==> config.mk <==
export PLATFORM = sky130hd
export DESIGN_NAME = io_devices_flat
export DESIGN_NICKNAME = d
export VERILOG_FILES = /design/src/logic/cpu_pkg.sv /design/src/logic/mem_bus_if.sv /design/src/logic/io_devices.sv /design/src/flat_wrapper.sv
export SDC_FILE = /design/constraint.sdc
export NUM_CORES = 1
export LEC_CHECK = 0
export BUFFER_PORTS_ARGS = -buffer_cell sky130_fd_sc_hd__clkbuf_2
export CAP_MARGIN = 20
export CORE_MARGIN = 10
export CORE_UTILIZATION = 33
export CTS_CLUSTER_SIZE = 24
export DETAILED_ROUTE_END_ITERATION = 8
export PLACE_DENSITY = 0.7
export SYNTH_ARGS = -nofsm -noshare
export SYNTH_HDL_FRONTEND = slang
export SYNTH_SLANG_ARGS = --single-unit
==> constraint.sdc <==
create_clock -name clk -period 1.8 [get_ports clk]
set_input_delay 0.09 -clock clk [delete_from_list [all_inputs] [get_ports clk]]
set_output_delay 0.09 -clock clk [all_outputs]
set_load 0.01 [all_outputs]
==> src/logic/cpu_pkg.sv <==
package cpu_pkg;

    localparam int data_bits   = 32;
    localparam int reg_no_bits = 4;
    localparam int imm_bits    = 16;
    localparam int op1_bits    = 6;
    localparam int op2_bits    = 8;
    localparam int ledr_bits   = 10;
    localparam int hex_bits    = 24;
    localparam int key_bits    = 4;
    localparam int sw_bits     = 10;

    localparam logic [data_bits-1:0] inst_size       = 32'd4;
    localparam logic [hex_bits-1:0]  hex_reset_value = 24'hFEDEAD;

    // Memory-mapped devices, all in the top 4 KB page
    localparam logic [data_bits-1:0] addr_hex  = 32'hFFFFF000;
    localparam logic [data_bits-1:0] addr_ledr = 32'hFFFFF020;
    localparam logic [data_bits-1:0] addr_key  = 32'hFFFFF080;
    localparam logic [data_bits-1:0] addr_sw   = 32'hFFFFF090;

    typedef enum logic [op1_bits-1:0] {
        op1_alur = 6'h00,
        op1_beq  = 6'h08,
        op1_blt  = 6'h09,
        op1_ble  = 6'h0A,
        op1_bne  = 6'h0B,
        op1_jal  = 6'h0C,
        op1_lw   = 6'h12,
        op1_sw   = 6'h1A,
        op1_addi = 6'h20,
        op1_andi = 6'h24,
        op1_ori  = 6'h25,
        op1_xori = 6'h26
    } op1_t;

    typedef enum logic [op2_bits-1:0] {
        op2_eq   = 8'h08,
        op2_lt   = 8'h09,
        op2_le   = 8'h0A,
        op2_ne   = 8'h0B,
        op2_add  = 8'h20,
        op2_and  = 8'h24,
        op2_or   = 8'h25,
        op2_xor  = 8'h26,
        op2_sub  = 8'h28,
        op2_nand = 8'h2C,
        op2_nor  = 8'h2D,
        op2_nxor = 8'h2E,
        op2_rshf = 8'h30,
        op2_lshf = 8'h31
    } op2_t;

    typedef enum logic [1:0] {
        wb_pc  = 2'd0,  // Return address of JAL
        wb_mem = 2'd1,
        wb_alu = 2'd2
    } wb_src_t;

    // Same word seen as register format or immediate format
    typedef union packed {
        struct packed {
            op1_t                   op1;
            op2_t                   op2;
            logic [5:0]             unused;
            logic [reg_no_bits-1:0] rd;
            logic [reg_no_bits-1:0] rs;
            logic [reg_no_bits-1:0] rt;
        } rtype;
        struct packed {
            op1_t                   op1;
            logic [1:0]             unused;
            logic [imm_bits-1:0]    imm;
            logic [reg_no_bits-1:0] rs;
            logic [reg_no_bits-1:0] rt;
        } itype;
    } instr_t;

endpackage

==> src/logic/mem_bus_if.sv <==
`timescale 1ns/1ps

interface mem_bus_if;
    logic [cpu_pkg::data_bits-1:0] addr;
    logic [cpu_pkg::data_bits-1:0] wdata;
    logic                          we;     // Write lands on the next rising edge
    logic [cpu_pkg::data_bits-1:0] rdata;  // Zero for unmapped addresses

    modport master (output addr, output wdata, output we, input rdata);
    modport device (input addr, input wdata, input we, output rdata);
endinterface

==> src/logic/io_devices.sv <==
`timescale 1ns/1ps

module io_devices (
    input  logic                          clk,
    input  logic                          reset,
    mem_bus_if.device                     bus,
    input  logic [cpu_pkg::key_bits-1:0]  key,
    input  logic [cpu_pkg::sw_bits-1:0]   sw,
    output logic [cpu_pkg::ledr_bits-1:0] ledr,
    output logic [cpu_pkg::hex_bits-1:0]  hex
);

    localparam int dw = cpu_pkg::data_bits;

    always_ff @(posedge clk or posedge reset) begin
        if (reset) begin
            ledr <= '0;
            hex  <= cpu_pkg::hex_reset_value;
        end else if (bus.we) begin
            if (bus.addr == cpu_pkg::addr_ledr) begin
                ledr <= bus.wdata[cpu_pkg::ledr_bits-1:0];
            end
            if (bus.addr == cpu_pkg::addr_hex) begin
                hex <= bus.wdata[cpu_pkg::hex_bits-1:0];
            end
        end
    end

    always_comb begin
        case (bus.addr)
            cpu_pkg::addr_ledr: bus.rdata = {{(dw - cpu_pkg::ledr_bits){1'b0}}, ledr};
            cpu_pkg::addr_hex:  bus.rdata = {{(dw - cpu_pkg::hex_bits){1'b0}}, hex};
            cpu_pkg::addr_key:  bus.rdata = {{(dw - cpu_pkg::key_bits){1'b0}}, ~key};  // Keys are active low
            cpu_pkg::addr_sw:   bus.rdata = {{(dw - cpu_pkg::sw_bits){1'b0}}, sw};
            default:            bus.rdata = '0;
        endcase
    end
endmodule

==> src/flat_wrapper.sv <==
// flat-port wrapper written by rule: the top's interface ports become plain ports
module io_devices_flat 
  (clk, reset, key, sw, ledr, hex, bus_addr, bus_wdata, bus_we, bus_rdata);
  mem_bus_if bus_i ();
  input  logic clk;
  input  logic reset;
  input  logic [cpu_pkg::key_bits-1:0] key;
  input  logic [cpu_pkg::sw_bits-1:0] sw;
  output logic [cpu_pkg::ledr_bits-1:0] ledr;
  output logic [cpu_pkg::hex_bits-1:0] hex;
  input wire logic [$bits(bus_i.addr)-1:0] bus_addr;
  input wire logic [$bits(bus_i.wdata)-1:0] bus_wdata;
  input wire logic [$bits(bus_i.we)-1:0] bus_we;
  output wire logic [$bits(bus_i.rdata)-1:0] bus_rdata;
  assign bus_i.addr = bus_addr;
  assign bus_i.wdata = bus_wdata;
  assign bus_i.we = bus_we;
  assign bus_rdata = bus_i.rdata;
  io_devices u_core (.clk(clk), .reset(reset), .bus(bus_i), .key(key), .sw(sw), .ledr(ledr), .hex(hex));
endmodule
Word-level counts from Yosys, hierarchy flattened
Cells that the tools add are included.
{ "word_totals": {"register_bits": 34, "in_bits": 81, "output_inout_bits": 66, "wordCells": 10} }
{ "op_classes": {"n_eq_ne": 4, "mux": 1, "n_bitwise": 1, "reduce_logical": 2} }
{ "op_table": {"columns": ["operator", "n"], "rows": [
  ["equality test 32 bit (second input constant)", 4],
  ["case mux 24 bit (4 select lines)", 1],
  ["inverter 4 bit", 1],
  ["AND reduction 2 bit", 2]
]} }

Longest topological paths before layout
{ "logic_depth": {"word_depth": 2, "depth_mapped": 5, "ltp_nobuf": 4} }

Worst setup path before layout
Ideal clock, no wire load.
{ "synth_path": {"path_type": "input to register", "start": "input port bus_addr[6]", "end": "register u_core.hex[13] (netlist bit)", "setup_time_ns": 0.125, "arrival_time_ns": 1.714, "required_time_ns": 1.675, "setup_slack_ns": -0.039, "stages": 5, "path_buffers": 1, "cell_sequence": "or4_1 -> nor4_4 -> nand4_4 -> buf_6 -> mux2_4"} }
{ "synth_between": {"elab_chain_cells": 2} }
{ "synth_rtl": {"columns": ["item", "line_no", "rtl"], "rows": [
  ["start: declaration", "flat_wrapper.sv:11", "input wire logic [$bits(bus_i.addr)-1:0] bus_addr;"],
  ["equality test 32 bit", "io_devices.sv:23", "if (bus.addr == cpu_pkg::addr_hex) begin"],
  ["AND reduction 2 bit (no line)", null, null],
  ["end signal: assignment", "io_devices.sv:18", "hex <= cpu_pkg::hex_reset_value;"],
  ["end signal: assignment", "io_devices.sv:24", "hex <= bus.wdata[cpu_pkg::hex_bits-1:0];"],
  ["end: declaration", "io_devices.sv:10", "output logic [cpu_pkg::hex_bits-1:0] hex"]
]} }
No other way between the ends.
A chain may end at the register's enable or synchronous reset.

Final worst setup path
{ "layout_path": {"start": "input port bus_addr[6]", "end": "output port bus_rdata[18]"} }
{ "layout_between": {"elab_chain_cells": 2, "elab_cells_between_ends": 5, "classes_between": "4 x eq/ne; 1 x mux"} }
{ "layout_rtl": {"columns": ["item", "line_no", "rtl"], "rows": [
  ["equality test 32 bit", "io_devices.sv:30", "case (bus.addr)"],
  ["case mux 24 bit (4 select lines) (*)", "io_devices.sv:30", null],
  ["end: declaration", "flat_wrapper.sv:14", "output wire logic [$bits(bus_i.rdata)-1:0] bus_rdata;"]
]} }
Every way passes the cells marked *; elsewhere a longest branch is shown, timed or not.

==> metrics.txt <==
fraction of layout cells with a size suffix above 1 69.8%; CP endpoint kind output pin; DR iter-0 viols 36; GRT Total Usage 12.6%; RR Endpoint u_core.ledr[2]$_DFFE_PP0P_; grt total ovfl 0; Nets 388; antenna violations before repair 0; GP Congestion 0.785; Reg2Reg Launch Point u_core.ledr[2]$_DFFE_PP0P_; Post-Route WL 6270 um; crit path launch bus_addr[6]; FF-to-FF path depth 1; Power Total 1.50 mW; cell taking the most area after synthesis dfstp_2; vias per cell 4.55; vias in the first global route 1,947; # setup viols final 0; clk_lat worst skew 0.28 ns; Fin. Hold Viols 0; area of the core 5890 sq um; Antenna Cells 0; clock skew 0 ns; Async S/R FF share, synth 100%; power per cell area 517 nW/um^2; H-Tree Level Count 2; routed length per placed instance 16.4 um; die area 9510 sq um; Pleak 1.63 nW; Max-Cap Viols 0; CP required 1.71 ns; DRC Markers 0; Final ANT Viol Nets 0; min cycle time layout 1.72 ns; Row Count 28; Clock Sinks 34; largest net degree at the start of global routing 35; critical path startpoint category input pin; dpl hpwl 5150 um; clk buf depth 2; run status complete, no violations; period utilisation layout 95.4%; Layout area overhead 46.3%; die width 97.5 um; port bufs 130; Initial Util 33.7%; yosys warns 0; Pre-Repair DR Iteration Count 4; Hold Path Class in2reg; sequential fraction of the synthesis area 44.1%; RSZ-0062 raised after global routing no; Commonest cells post-synth mux2_2 (20), mux2_4 (20), dfstp_2 (18); worst setup margin 0.0823 ns; first-pass GRT wire length 10,100 um; Place WS -0.0612 ns; crit path to bus_rdata[18]; Worst-path clk slew 0.07 ns; R2R setup slack 1.01 ns; TritonCTS Buffers 5; Top FF cell, synth dfstp_2; VDD IR max 0.226 mV; CTS tree yes; cell count after synthesis 164; Critical Path Fanout Max 14; critical path class in2out; post-synth cell types 27; #FFs+latches synth 34; top cell type's share of synthesized area 23.9%; clk root buf clkbuf_8; die height 97.5 um; post-synthesis cell area 1980 sq um; Syn Area/Cell 12.1 sq um; IO Count 147; routed via count 1,744; fmax 582 MHz; Max Slew Vio Count 0; most area-consuming cells after synthesis dfstp_2 (24%), dfrtp_1 (20%), mux2_4 (15%); Worst EP arrival 1.63 ns; EDFF count, synth 0
how the worst min path moves through the flow:
stage	startpoint	endpoint	slack (ns)	cells after the start
6_report	bus_wdata[16]	u_core.hex[16]$_DFFE_PP0P_	0.04	2
5_1_grt	bus_wdata[16]	u_core.hex[16]$_DFFE_PP0P_	0.02	2
3_5_place_dp	reset	u_core.hex[13]$_DFFE_PP0P_	0.19	3
3_3_place_gp	reset	u_core.hex[13]$_DFFE_PP0P_	0.19	3
2_1_floorplan	reset	u_core.hex[13]$_DFFE_PP0P_	0.22	1
4_1_cts	bus_wdata[16]	u_core.hex[16]$_DFFE_PP0P_	0.03	2
cell usage in the layout (no fill, tap or decap), drive strengths merged:
| cell | count |
|---|---|
| a21oi | 8 |
| a22oi | 6 |
| and2 | 15 |
| and3 | 5 |
| and3b | 1 |
| buf | 16 |
| clkbuf | 135 |
| clkinv | 1 |
| conb | 8 |
| dfrtp | 16 |
| dfstp | 18 |
| dlygate4sd3 | 1 |
| inv | 1 |
| mux2 | 40 |
| nand2 | 5 |
| nand2b | 9 |
| nand4 | 6 |
| nand4b | 1 |
| nor2 | 7 |
| nor3 | 1 |
| nor4 | 2 |
| o21bai | 4 |
| or3 | 1 |
| or4 | 1 |
layout make-up:
type                    count  area, sq um
well taps                  75         93.8
repair buffers            145          803
clock inverters             1         5.00
flip-flops and latches     34          873
inverters                   1         3.75
clock buffers               7         86.3
multi-input cells         120         1030
fillers                   565         2990
sequential cells by signal, indices dropped and copies added (netlist names):
name         count
u_core.hex      24
u_core.ledr     10
metal layers:
metal  wire length (um)  up-vias  global-route usage, %
met5                  0        -                      0
met4                 49        0                   2.46
met3                400        6                   4.69
met2               3250       67                   21.9
met1               2570      821                   14.4
li1                   -      850                      -
worst max-delay path: stages:
cell      delay (ns)
clkbuf_2        0.08
or4_4           0.53
nor4_4          0.18
buf_4           0.17
and3_4          0.18
buf_12          0.12
and2_1          0.13
clkbuf_2        0.14
cells by family after synthesis:
| logic type | count (synthesis) | share of synthesized area [%] |
|---|---|---|
| and+or+nand+nor | 54 | 17.9 |
| DFF | 34 | 44.1 |
| muxes | 40 | 26.5 |
| AOI/OAI and AO/OA | 18 | 5.81 |
| other | 1 | 0.189 |
| buffers and inverters | 17 | 5.49 |
repair_timing:
action | CTS | global route
endpoints found under the setup margin | 14 | 24
setup buffers | 2 | 0
gates cloned | 0 | 0
hold buffers | 1 | 0
resized for setup | 2 | 2
pin swaps | 1 | 1
hold endpoints to repair | 16 | 0
through the flow:
stage	util [%]	setup TNS (ns)	hold WS, ns	instance area, sq um	instances
global route	49.3	0	0.0206	2900	383
floorplan	-	0	0.218	2010	171
detailed placement	47.2	-0.976	0.192	2780	372
finish	49.3	0	0.0364	2900	383
global placement	47.2	-0.616	0.187	2780	372
CTS	49.3	-0.726	0.0269	2900	383
power breakdown:
| part | internal [mW] | total [mW] | switching [mW] | leakage, nW |
|---|---|---|---|---|
| clock | 0.309 | 0.580 | 0.271 | 0.0482 |
| combinational | 0.0797 | 0.155 | 0.0753 | 1.17 |
| sequential | 0.766 | 0.766 | 0.00000000576 | 0.409 |
Power figures use the tool's default switching activity.
