### config.mk
export PLATFORM = sky130hd
export DESIGN_NAME = decode_stage
export DESIGN_NICKNAME = d
export VERILOG_FILES = /design/src/logic/cpu_pkg.sv /design/src/logic/register_file.sv /design/src/logic/decode_stage.sv
export SDC_FILE = /design/constraint.sdc
export NUM_CORES = 1
export LEC_CHECK = 0
export CAP_MARGIN = 20
export CORE_ASPECT_RATIO = 1.4
export CORE_MARGIN = 2
export CORE_UTILIZATION = 45
export CTS_BUF_LIST = sky130_fd_sc_hd__clkbuf_16
export CTS_CLUSTER_SIZE = 28
export DETAILED_ROUTE_END_ITERATION = 8
export DONT_BUFFER_PORTS = 1
export PLACE_DENSITY_LB_ADDON = 0.1
export SLEW_MARGIN = 20
export SYNTH_ARGS = -nofsm -noshare
export SYNTH_HDL_FRONTEND = slang
export SYNTH_SLANG_ARGS = --single-unit
### constraint.sdc
create_clock -name clk -period 17.35 [get_ports clk]
set_input_delay 0.8675 -clock clk [delete_from_list [all_inputs] [get_ports clk]]
set_output_delay 0.8675 -clock clk [all_outputs]
set_load 0.005 [all_outputs]
### src/logic/cpu_pkg.sv
package cpu_pkg;

    localparam int data_bits   = 32;
    localparam int reg_no_bits = 4;
    localparam int imm_bits    = 16;
    localparam int op1_bits    = 6;
    localparam int op2_bits    = 8;
    localparam int ledr_bits   = 10;
    localparam int hex_bits    = 24;
    localparam int key_bits    = 4;
    localparam int sw_bits     = 10;

    localparam logic [data_bits-1:0] inst_size       = 32'd4;
    localparam logic [hex_bits-1:0]  hex_reset_value = 24'hFEDEAD;

    // Memory-mapped devices, all in the top 4 KB page
    localparam logic [data_bits-1:0] addr_hex  = 32'hFFFFF000;
    localparam logic [data_bits-1:0] addr_ledr = 32'hFFFFF020;
    localparam logic [data_bits-1:0] addr_key  = 32'hFFFFF080;
    localparam logic [data_bits-1:0] addr_sw   = 32'hFFFFF090;

    typedef enum logic [op1_bits-1:0] {
        op1_alur = 6'h00,
        op1_beq  = 6'h08,
        op1_blt  = 6'h09,
        op1_ble  = 6'h0A,
        op1_bne  = 6'h0B,
        op1_jal  = 6'h0C,
        op1_lw   = 6'h12,
        op1_sw   = 6'h1A,
        op1_addi = 6'h20,
        op1_andi = 6'h24,
        op1_ori  = 6'h25,
        op1_xori = 6'h26
    } op1_t;

    typedef enum logic [op2_bits-1:0] {
        op2_eq   = 8'h08,
        op2_lt   = 8'h09,
        op2_le   = 8'h0A,
        op2_ne   = 8'h0B,
        op2_add  = 8'h20,
        op2_and  = 8'h24,
        op2_or   = 8'h25,
        op2_xor  = 8'h26,
        op2_sub  = 8'h28,
        op2_nand = 8'h2C,
        op2_nor  = 8'h2D,
        op2_nxor = 8'h2E,
        op2_rshf = 8'h30,
        op2_lshf = 8'h31
    } op2_t;

    typedef enum logic [1:0] {
        wb_pc  = 2'd0,  // Return address of JAL
        wb_mem = 2'd1,
        wb_alu = 2'd2
    } wb_src_t;

    // Same word seen as register format or immediate format
    typedef union packed {
        struct packed {
            op1_t                   op1;
            op2_t                   op2;
            logic [5:0]             unused;
            logic [reg_no_bits-1:0] rd;
            logic [reg_no_bits-1:0] rs;
            logic [reg_no_bits-1:0] rt;
        } rtype;
        struct packed {
            op1_t                   op1;
            logic [1:0]             unused;
            logic [imm_bits-1:0]    imm;
            logic [reg_no_bits-1:0] rs;
            logic [reg_no_bits-1:0] rt;
        } itype;
    } instr_t;

endpackage

### src/logic/register_file.sv
`timescale 1ns/1ps

module register_file (
    input  logic                            clk,
    input  logic                            reset,
    input  logic [cpu_pkg::reg_no_bits-1:0] rs,
    input  logic [cpu_pkg::reg_no_bits-1:0] rt,
    output logic [cpu_pkg::data_bits-1:0]   rs_val,
    output logic [cpu_pkg::data_bits-1:0]   rt_val,
    input  logic                            we,
    input  logic [cpu_pkg::reg_no_bits-1:0] wdst,
    input  logic [cpu_pkg::data_bits-1:0]   wdata
);

    localparam int num_regs = 2 ** cpu_pkg::reg_no_bits;

    logic [cpu_pkg::data_bits-1:0] regs [num_regs];

    always_ff @(posedge clk or posedge reset) begin
        if (reset) begin
            for (int i = 0; i < num_regs; i++) begin
                regs[i] <= '0;
            end
        end else if (we && wdst != '0) begin
            regs[wdst] <= wdata;
        end
    end

    // A write in this cycle shows through to the reads
    assign rs_val = (rs == '0) ? '0 : (we && wdst == rs) ? wdata : regs[rs];
    assign rt_val = (rt == '0) ? '0 : (we && wdst == rt) ? wdata : regs[rt];
endmodule

### src/logic/decode_stage.sv
`timescale 1ns/1ps

module decode_stage (
    input  logic                            clk,
    input  logic                            reset,
    input  cpu_pkg::instr_t                 inst,
    input  logic [cpu_pkg::data_bits-1:0]   next_pc,
    input  logic                            valid,
    input  logic                            redirect,
    input  logic [cpu_pkg::data_bits-1:0]   ex_result,
    input  logic [cpu_pkg::reg_no_bits-1:0] ex_dst,
    input  logic                            ex_is_load,
    input  logic [cpu_pkg::data_bits-1:0]   mem_result,
    input  logic [cpu_pkg::reg_no_bits-1:0] mem_dst,
    input  logic                            wb_we,
    input  logic [cpu_pkg::reg_no_bits-1:0] wb_dst,
    input  logic [cpu_pkg::data_bits-1:0]   wb_data,
    output logic                            stall,
    output cpu_pkg::op1_t                   op1,
    output cpu_pkg::op2_t                   op2,
    output logic [cpu_pkg::data_bits-1:0]   rs_val,
    output logic [cpu_pkg::data_bits-1:0]   rt_val,
    output logic [cpu_pkg::data_bits-1:0]   imm_val,
    output logic [cpu_pkg::data_bits-1:0]   pc,
    output logic [cpu_pkg::reg_no_bits-1:0] dst,
    output logic                            reg_we,
    output logic                            mem_we,
    output cpu_pkg::wb_src_t                wb_src
);

    localparam int dw = cpu_pkg::data_bits;
    localparam int iw = cpu_pkg::imm_bits;

    cpu_pkg::op1_t                   op1_w;
    cpu_pkg::wb_src_t                wb_src_w;
    logic [cpu_pkg::reg_no_bits-1:0] rs_no;
    logic [cpu_pkg::reg_no_bits-1:0] rt_no;
    logic [cpu_pkg::reg_no_bits-1:0] dst_w;
    logic [dw-1:0]                   rs_reg;
    logic [dw-1:0]                   rt_reg;
    logic                            reg_we_w;
    logic                            mem_we_w;
    logic                            uses_rt;
    logic                            bubble;

    assign op1_w = inst.rtype.op1;
    assign rs_no = inst.rtype.rs;  // Same position in both formats
    assign rt_no = inst.rtype.rt;

    register_file i_register_file (
        .clk(clk), .reset(reset),
        .rs(rs_no), .rt(rt_no), .rs_val(rs_reg), .rt_val(rt_reg),
        .we(wb_we), .wdst(wb_dst), .wdata(wb_data)
    );

    always_comb begin
        reg_we_w = 1'b0;
        mem_we_w = 1'b0;
        uses_rt  = 1'b0;
        wb_src_w = cpu_pkg::wb_alu;
        case (op1_w)
            cpu_pkg::op1_alur: begin
                reg_we_w = 1'b1;
                uses_rt  = 1'b1;
            end
            cpu_pkg::op1_beq, cpu_pkg::op1_blt, cpu_pkg::op1_ble, cpu_pkg::op1_bne: uses_rt = 1'b1;
            cpu_pkg::op1_jal: begin
                reg_we_w = 1'b1;
                wb_src_w = cpu_pkg::wb_pc;
            end
            cpu_pkg::op1_lw: begin
                reg_we_w = 1'b1;
                wb_src_w = cpu_pkg::wb_mem;
            end
            cpu_pkg::op1_sw: begin
                mem_we_w = 1'b1;
                uses_rt  = 1'b1;  // Store data
            end
            cpu_pkg::op1_addi, cpu_pkg::op1_andi, cpu_pkg::op1_ori, cpu_pkg::op1_xori: reg_we_w = 1'b1;
            default: ;
        endcase
    end

    // Non-writers carry destination 0 down the pipe
    assign dst_w = !reg_we_w ? '0 : (op1_w == cpu_pkg::op1_alur) ? inst.rtype.rd : rt_no;

    // Loaded value is not ready until the load reaches MEM
    assign stall = valid && ex_is_load && ex_dst != '0 &&
                   (rs_no == ex_dst || (uses_rt && rt_no == ex_dst));
    assign bubble = !valid || stall || redirect;

    always_ff @(posedge clk or posedge reset) begin
        if (reset) begin
            op1    <= cpu_pkg::op1_alur;
            op2    <= cpu_pkg::op2_add;
            dst    <= '0;
            reg_we <= 1'b0;
            mem_we <= 1'b0;
            wb_src <= cpu_pkg::wb_alu;
        end else begin
            op1    <= bubble ? cpu_pkg::op1_alur : op1_w;
            op2    <= inst.rtype.op2;
            dst    <= bubble ? '0 : dst_w;
            reg_we <= reg_we_w && !bubble;
            mem_we <= mem_we_w && !bubble;
            wb_src <= wb_src_w;
        end
    end

    // Operands, EX first, then MEM, then the register file
    always_ff @(posedge clk) begin
        rs_val  <= (rs_no != '0 && rs_no == ex_dst) ? ex_result :
                   (rs_no != '0 && rs_no == mem_dst) ? mem_result : rs_reg;
        rt_val  <= (rt_no != '0 && rt_no == ex_dst) ? ex_result :
                   (rt_no != '0 && rt_no == mem_dst) ? mem_result : rt_reg;
        imm_val <= {{(dw - iw){inst.itype.imm[iw-1]}}, inst.itype.imm};
        pc      <= next_pc;
    end
endmodule

Yosys cells after proc, flatten, opt, wreduce, memory -nomap -nowiden
Index checks and enable logic that the tools add are counted.
{"block": "totals", "register_bits": 646, "elab_cells": 103}
{"block": "classes", "magnitude_cmp": 4, "n_eq_ne": 17, "n_mux": 25, "bitwise_logic": 3, "n_reduce_logical": 28}
{"op": "512-bit bitwise mux", "count": 1}
{"op": "32-bit two-way mux", "count": 13}
{"op": "32-bit binary-select mux with 4-bit select", "count": 2}
{"op": "32-bit demux with 4-bit select", "count": 1}
{"op": "6-bit by 4-bit == test with 1-bit output (second input constant)", "count": 5}
{"op": "4-bit == test", "count": 6}
{"op": "6-bit == test (second input constant)", "count": 4}
{"op": "4-bit nonzero test", "count": 4}
{"op": "5-bit greater-or-equal comparator (second input constant)", "count": 3}
{"op": "4-bit NOT with 5-bit output", "count": 3}
{"op": "1-bit logical AND", "count": 14}
{"op": "6-bit by 5-bit == test with 1-bit output (second input constant)", "count": 2}
{"op": "4-bit two-way mux", "count": 3}
{"op": "4-bit logical NOT", "count": 2}
{"op": "7-bit OR reduction", "count": 1}
{"op": "6-bit logical NOT", "count": 1}
{"op": "6-bit two-way mux", "count": 1}
{"op": "6-bit OR reduction", "count": 1}
{"op": "5-bit by 1-bit less-than comparator with 1-bit output (second input constant)", "count": 1}
{"op": "2-bit case mux with 2 select lines", "count": 1}
{"op": "1-bit logical OR", "count": 3}
{"op": "1-bit two-way mux", "count": 3}
{"op": "1-bit logical NOT", "count": 2}

Logic depth before layout (Yosys ltp)
{"block": "logic_depth", "depth_word": 10, "ltp_mapped": 9, "ltp_nobuf": 5}

Hierarchy
A second synthesis with hierarchy kept.
{"block": "unflattened", "hier_cells": 2341, "hier_area_um2": 33325.7}
{"module": "register_file", "n_inst": 1, "cells_each": 1808, "area_each_um2": 28304.6, "seq_area_each_um2": 12812.3}
{"module": "decode_stage", "n_inst": 1, "cells_each": 533, "area_each_um2": 5021.1, "seq_area_each_um2": 2795.2}

Worst setup path before layout
Ideal clock, no wire load.
{"block": "synth_timing", "path_kind": "in2out", "start": "input inst[27] (netlist name)", "end": "output stall", "t_arrival_ns": 2.043, "required_time_ns": 16.483, "setup_slack_ns": 14.440, "stages": 4, "cell_sequence": "or3_1 a2111o_1 a21oi_2 buf_2"}
{"block": "synth_via", "elab_chain_len": 6, "elab_cells_between_ends": 11, "cone_classes": "5 x eq/ne; 1 x mux; 5 x reduce/logical"}
{"element": "start: declaration", "line": "decode_stage.sv:6", "text": "input cpu_pkg::instr_t inst,"}
{"element": "6-bit by 5-bit == test with 1-bit output (tied with other cells)", "line": "decode_stage.sv:61", "text": "case (op1_w)"}
{"element": "6-bit OR reduction (no line) *"}
{"element": "1-bit two-way mux *", "line": "decode_stage.sv:61"}
{"element": "1-bit logical AND *", "line": "decode_stage.sv:89", "text": "(rs_no == ex_dst || (uses_rt && rt_no == ex_dst));"}
{"element": "1-bit logical OR *", "line": "decode_stage.sv:89"}
{"element": "1-bit logical AND *", "line": "decode_stage.sv:88", "text": "assign stall = valid && ex_is_load && ex_dst != '0 &&"}
{"element": "end: declaration", "line": "decode_stage.sv:18", "text": "output logic stall,"}
Mark *: on every way between the ends. The rest lies on a longest branch, timed or not.

==> metrics.txt <==
final wirelength 107,000 µm; Startpoint Class input pin; HPWL Detailed 63,000 µm; post-layout net count 2,607; Max-slew headroom 24.0%; leakage 14.9 nW; worst hold slack 0.202 ns; DIE AREA 0.0754 mm²; Core ar. 0.0726 mm²; ratio of cells with drive above 1 in the final layout 30.5%; Die Width 233 µm; commonest non-fill, non-tap cells in the layout dfrtp_1 (532), mux2_2 (359), mux4_2 (194); clk_lat worst skew 0.63 ns; via count of the first global-routing pass 23.5k; Synth cell types 60; outcome finished clean; RR Endpoint rs_val[30]; Setup Fix Bufs, Post-CTS 0; ANT cells 0; WP buf/inv 5; Via Count 22.1k; Root Driver clkbuf_16; Post-synth ARST share 82.7%; Hold Vio Cnt, Final 0; top cells by area, synth dfrtp_1 (40%), mux4_2 (13%), mux2_2 (12%), dfxtp_1 (6.8%), mux2i_1 (5.8%); Most used DFF post-synth dfrtp_1; commonest non-fill, non-tap cell in the layout dfrtp_1; Tcrit/Tclk final 23.3%; TritonCTS clock tree built; highest-delay cell along the critical path buf_4; placed cells 3,309; Final GP Congestion 0.783; RSZ-0062 raised after global routing false; worst reg2reg path depth 5; Worst path max stage delay 0.84 ns; WL per Instance 31.1 µm; total negative slack for setup checks 0 ns; CP delay by family, top buffers and inverters; final setup violation count 0; CP Class in2async; Clock Tree Buf Depth 3; number of CTS-inserted buffers 70; # hold bufs at CTS 0; P&R area growth vs syn 7.05%; FP Rows 117; Worst Tran Pin Value 1.14 ns; clock sink total 646; CP Max Fanout 119; most used cell, CP buf_4; first-pass GRT wire length 157,000 µm; Max Cap Violations 0; post-cts resize count 0; Synth Warn # 0; # port buffers 0; design area 0.0353 mm²; synthesized instance count 2,626; Placed Area 0.0330 mm²; Cell Pwr Density 120 mW/mm²; area leader, netlist dfrtp_1; Final Max Tran Viols 0; f_max 248 MHz; RR Startpoint i_register_file.regs[446]; worst setup margin 13.31 ns; required time worst endpoint 17.98 ns; Avg Inst Size Synth 12.5 µm²; clock slew at reported path FFs 0.06 ns; Worst Path Arrival 4.66 ns; Non-Filler Instances 3,439; min Tclk post-route 4.04 ns; gr usage total 28.5%; DR pass1 iterations 7; Iter 0 DRT Violations 1,578; CP Capture Type async pin; Synthesized Nets 2,804; Post-Syn Area 0.0329 mm²; r2r setup slk 15.43 ns; total grt overflow 0; Initial Util 45.4%; Worst IR Drop VDD 0.0797 mV; Remaining DRCs 0; initial antenna violation count 0; largest net degree at the start of global routing 165; post-synthesis sequential area ratio 47.4%; Worst Skew 0.0206 ns; Synth Register Bits 646; Cell Chain, Critical Path inv_8 -> buf_4 -> buf_4 -> buf_6 -> buf_4; number of fill cells 6,554; share of the synthesized area in the top cell type 40.4%; Post-synth EDFFs 0; num ports 329; Hold Crit Class in2async; pre-CTS WS 12.06 ns; Die H 324 µm; Final ANT Viol Nets 0; Avg Vias per Cell 6.43; htree depth 3
-- state kept, by name, indices dropped and copies added, names as in the netlist, 2 cells and up --
register,cells
rt_val,32
i_register_file.regs,512
wb_src,2
op2,8
op1,6
imm_val,16
rs_val,32
pc,32
dst,4
-- per-stage QoR --
step,utilization [%],total power [W]
after CTS,48.5,0.00428
final,48.5,0.00424
after global placement,45.5,0.00277
after global routing,48.5,0.00444
after detailed placement,45.5,0.00281
after floorplan,-,0.00264
-- per-layer routing --
layer | track usage, % | up-vias | part of all wire [%]
li1 | - | 9387 | -
met1 | 34.5 | 11600 | 39
met2 | 49.3 | 847 | 51
met3 | 6.10 | 226 | 7.0
met4 | 11.4 | 0 | 3.6
met5 | 0 | - | 0
-- synthesized netlist by cell type, types with 33 or more instances --
cell type / instances
nor2_1: 78
inv_1: 34
nor3_1: 37
mux4_2: 194
and3_1: 33
o21ai_0: 184
dfxtp_1: 112
buf_2: 87
buf_4: 53
mux2_2: 359
mux2i_1: 190
nand2_1: 192
clkbuf_1: 148
o31ai_1: 33
a22oi_1: 95
dfrtp_1: 532
-- power breakdown --
part	internal, W	switching, W
Sequential	0.00180	0.000224
Combinational	0.000450	0.000309
Clock	0.000817	0.000638
-- logic make-up after synthesis --
group / synth area share [%]
compound gates: 10.1
xor+xnor: 0.661
buf+inv: 5.10
flops: 47.4
mux: 31.4
simple gates: 5.43
-- worst max-delay path by stage --
| stage | to | from | cells past startpoint | slack [ns] |
|---|---|---|---|---|
| final | i_register_file.regs[222] | reset | 5 | 13.31 |
| after global routing | i_register_file.regs[374] | reset | 5 | 12.52 |
| after detailed placement | i_register_file.regs[507] | reset | 5 | 12.06 |
| after CTS | i_register_file.regs[310] | reset | 5 | 12.72 |
| after global placement | i_register_file.regs[347] | reset | 5 | 12.26 |
| after floorplan | dst[0] | reset | 1 | 1.56 |
-- layout make-up --
class                   instances  area, µm²  share of cell area (%)
well taps                     952       1190                    3.38
repair buffers                 35        287                   0.813
clock inverters                53        288                   0.816
clock buffers                  77       1930                    5.47
inverters                      34        135                   0.383
flip-flops and latches        646      15600                    44.3
multi-input cells            1642      15800                    44.9
Note: power is estimated with default switching activity, not from simulation.
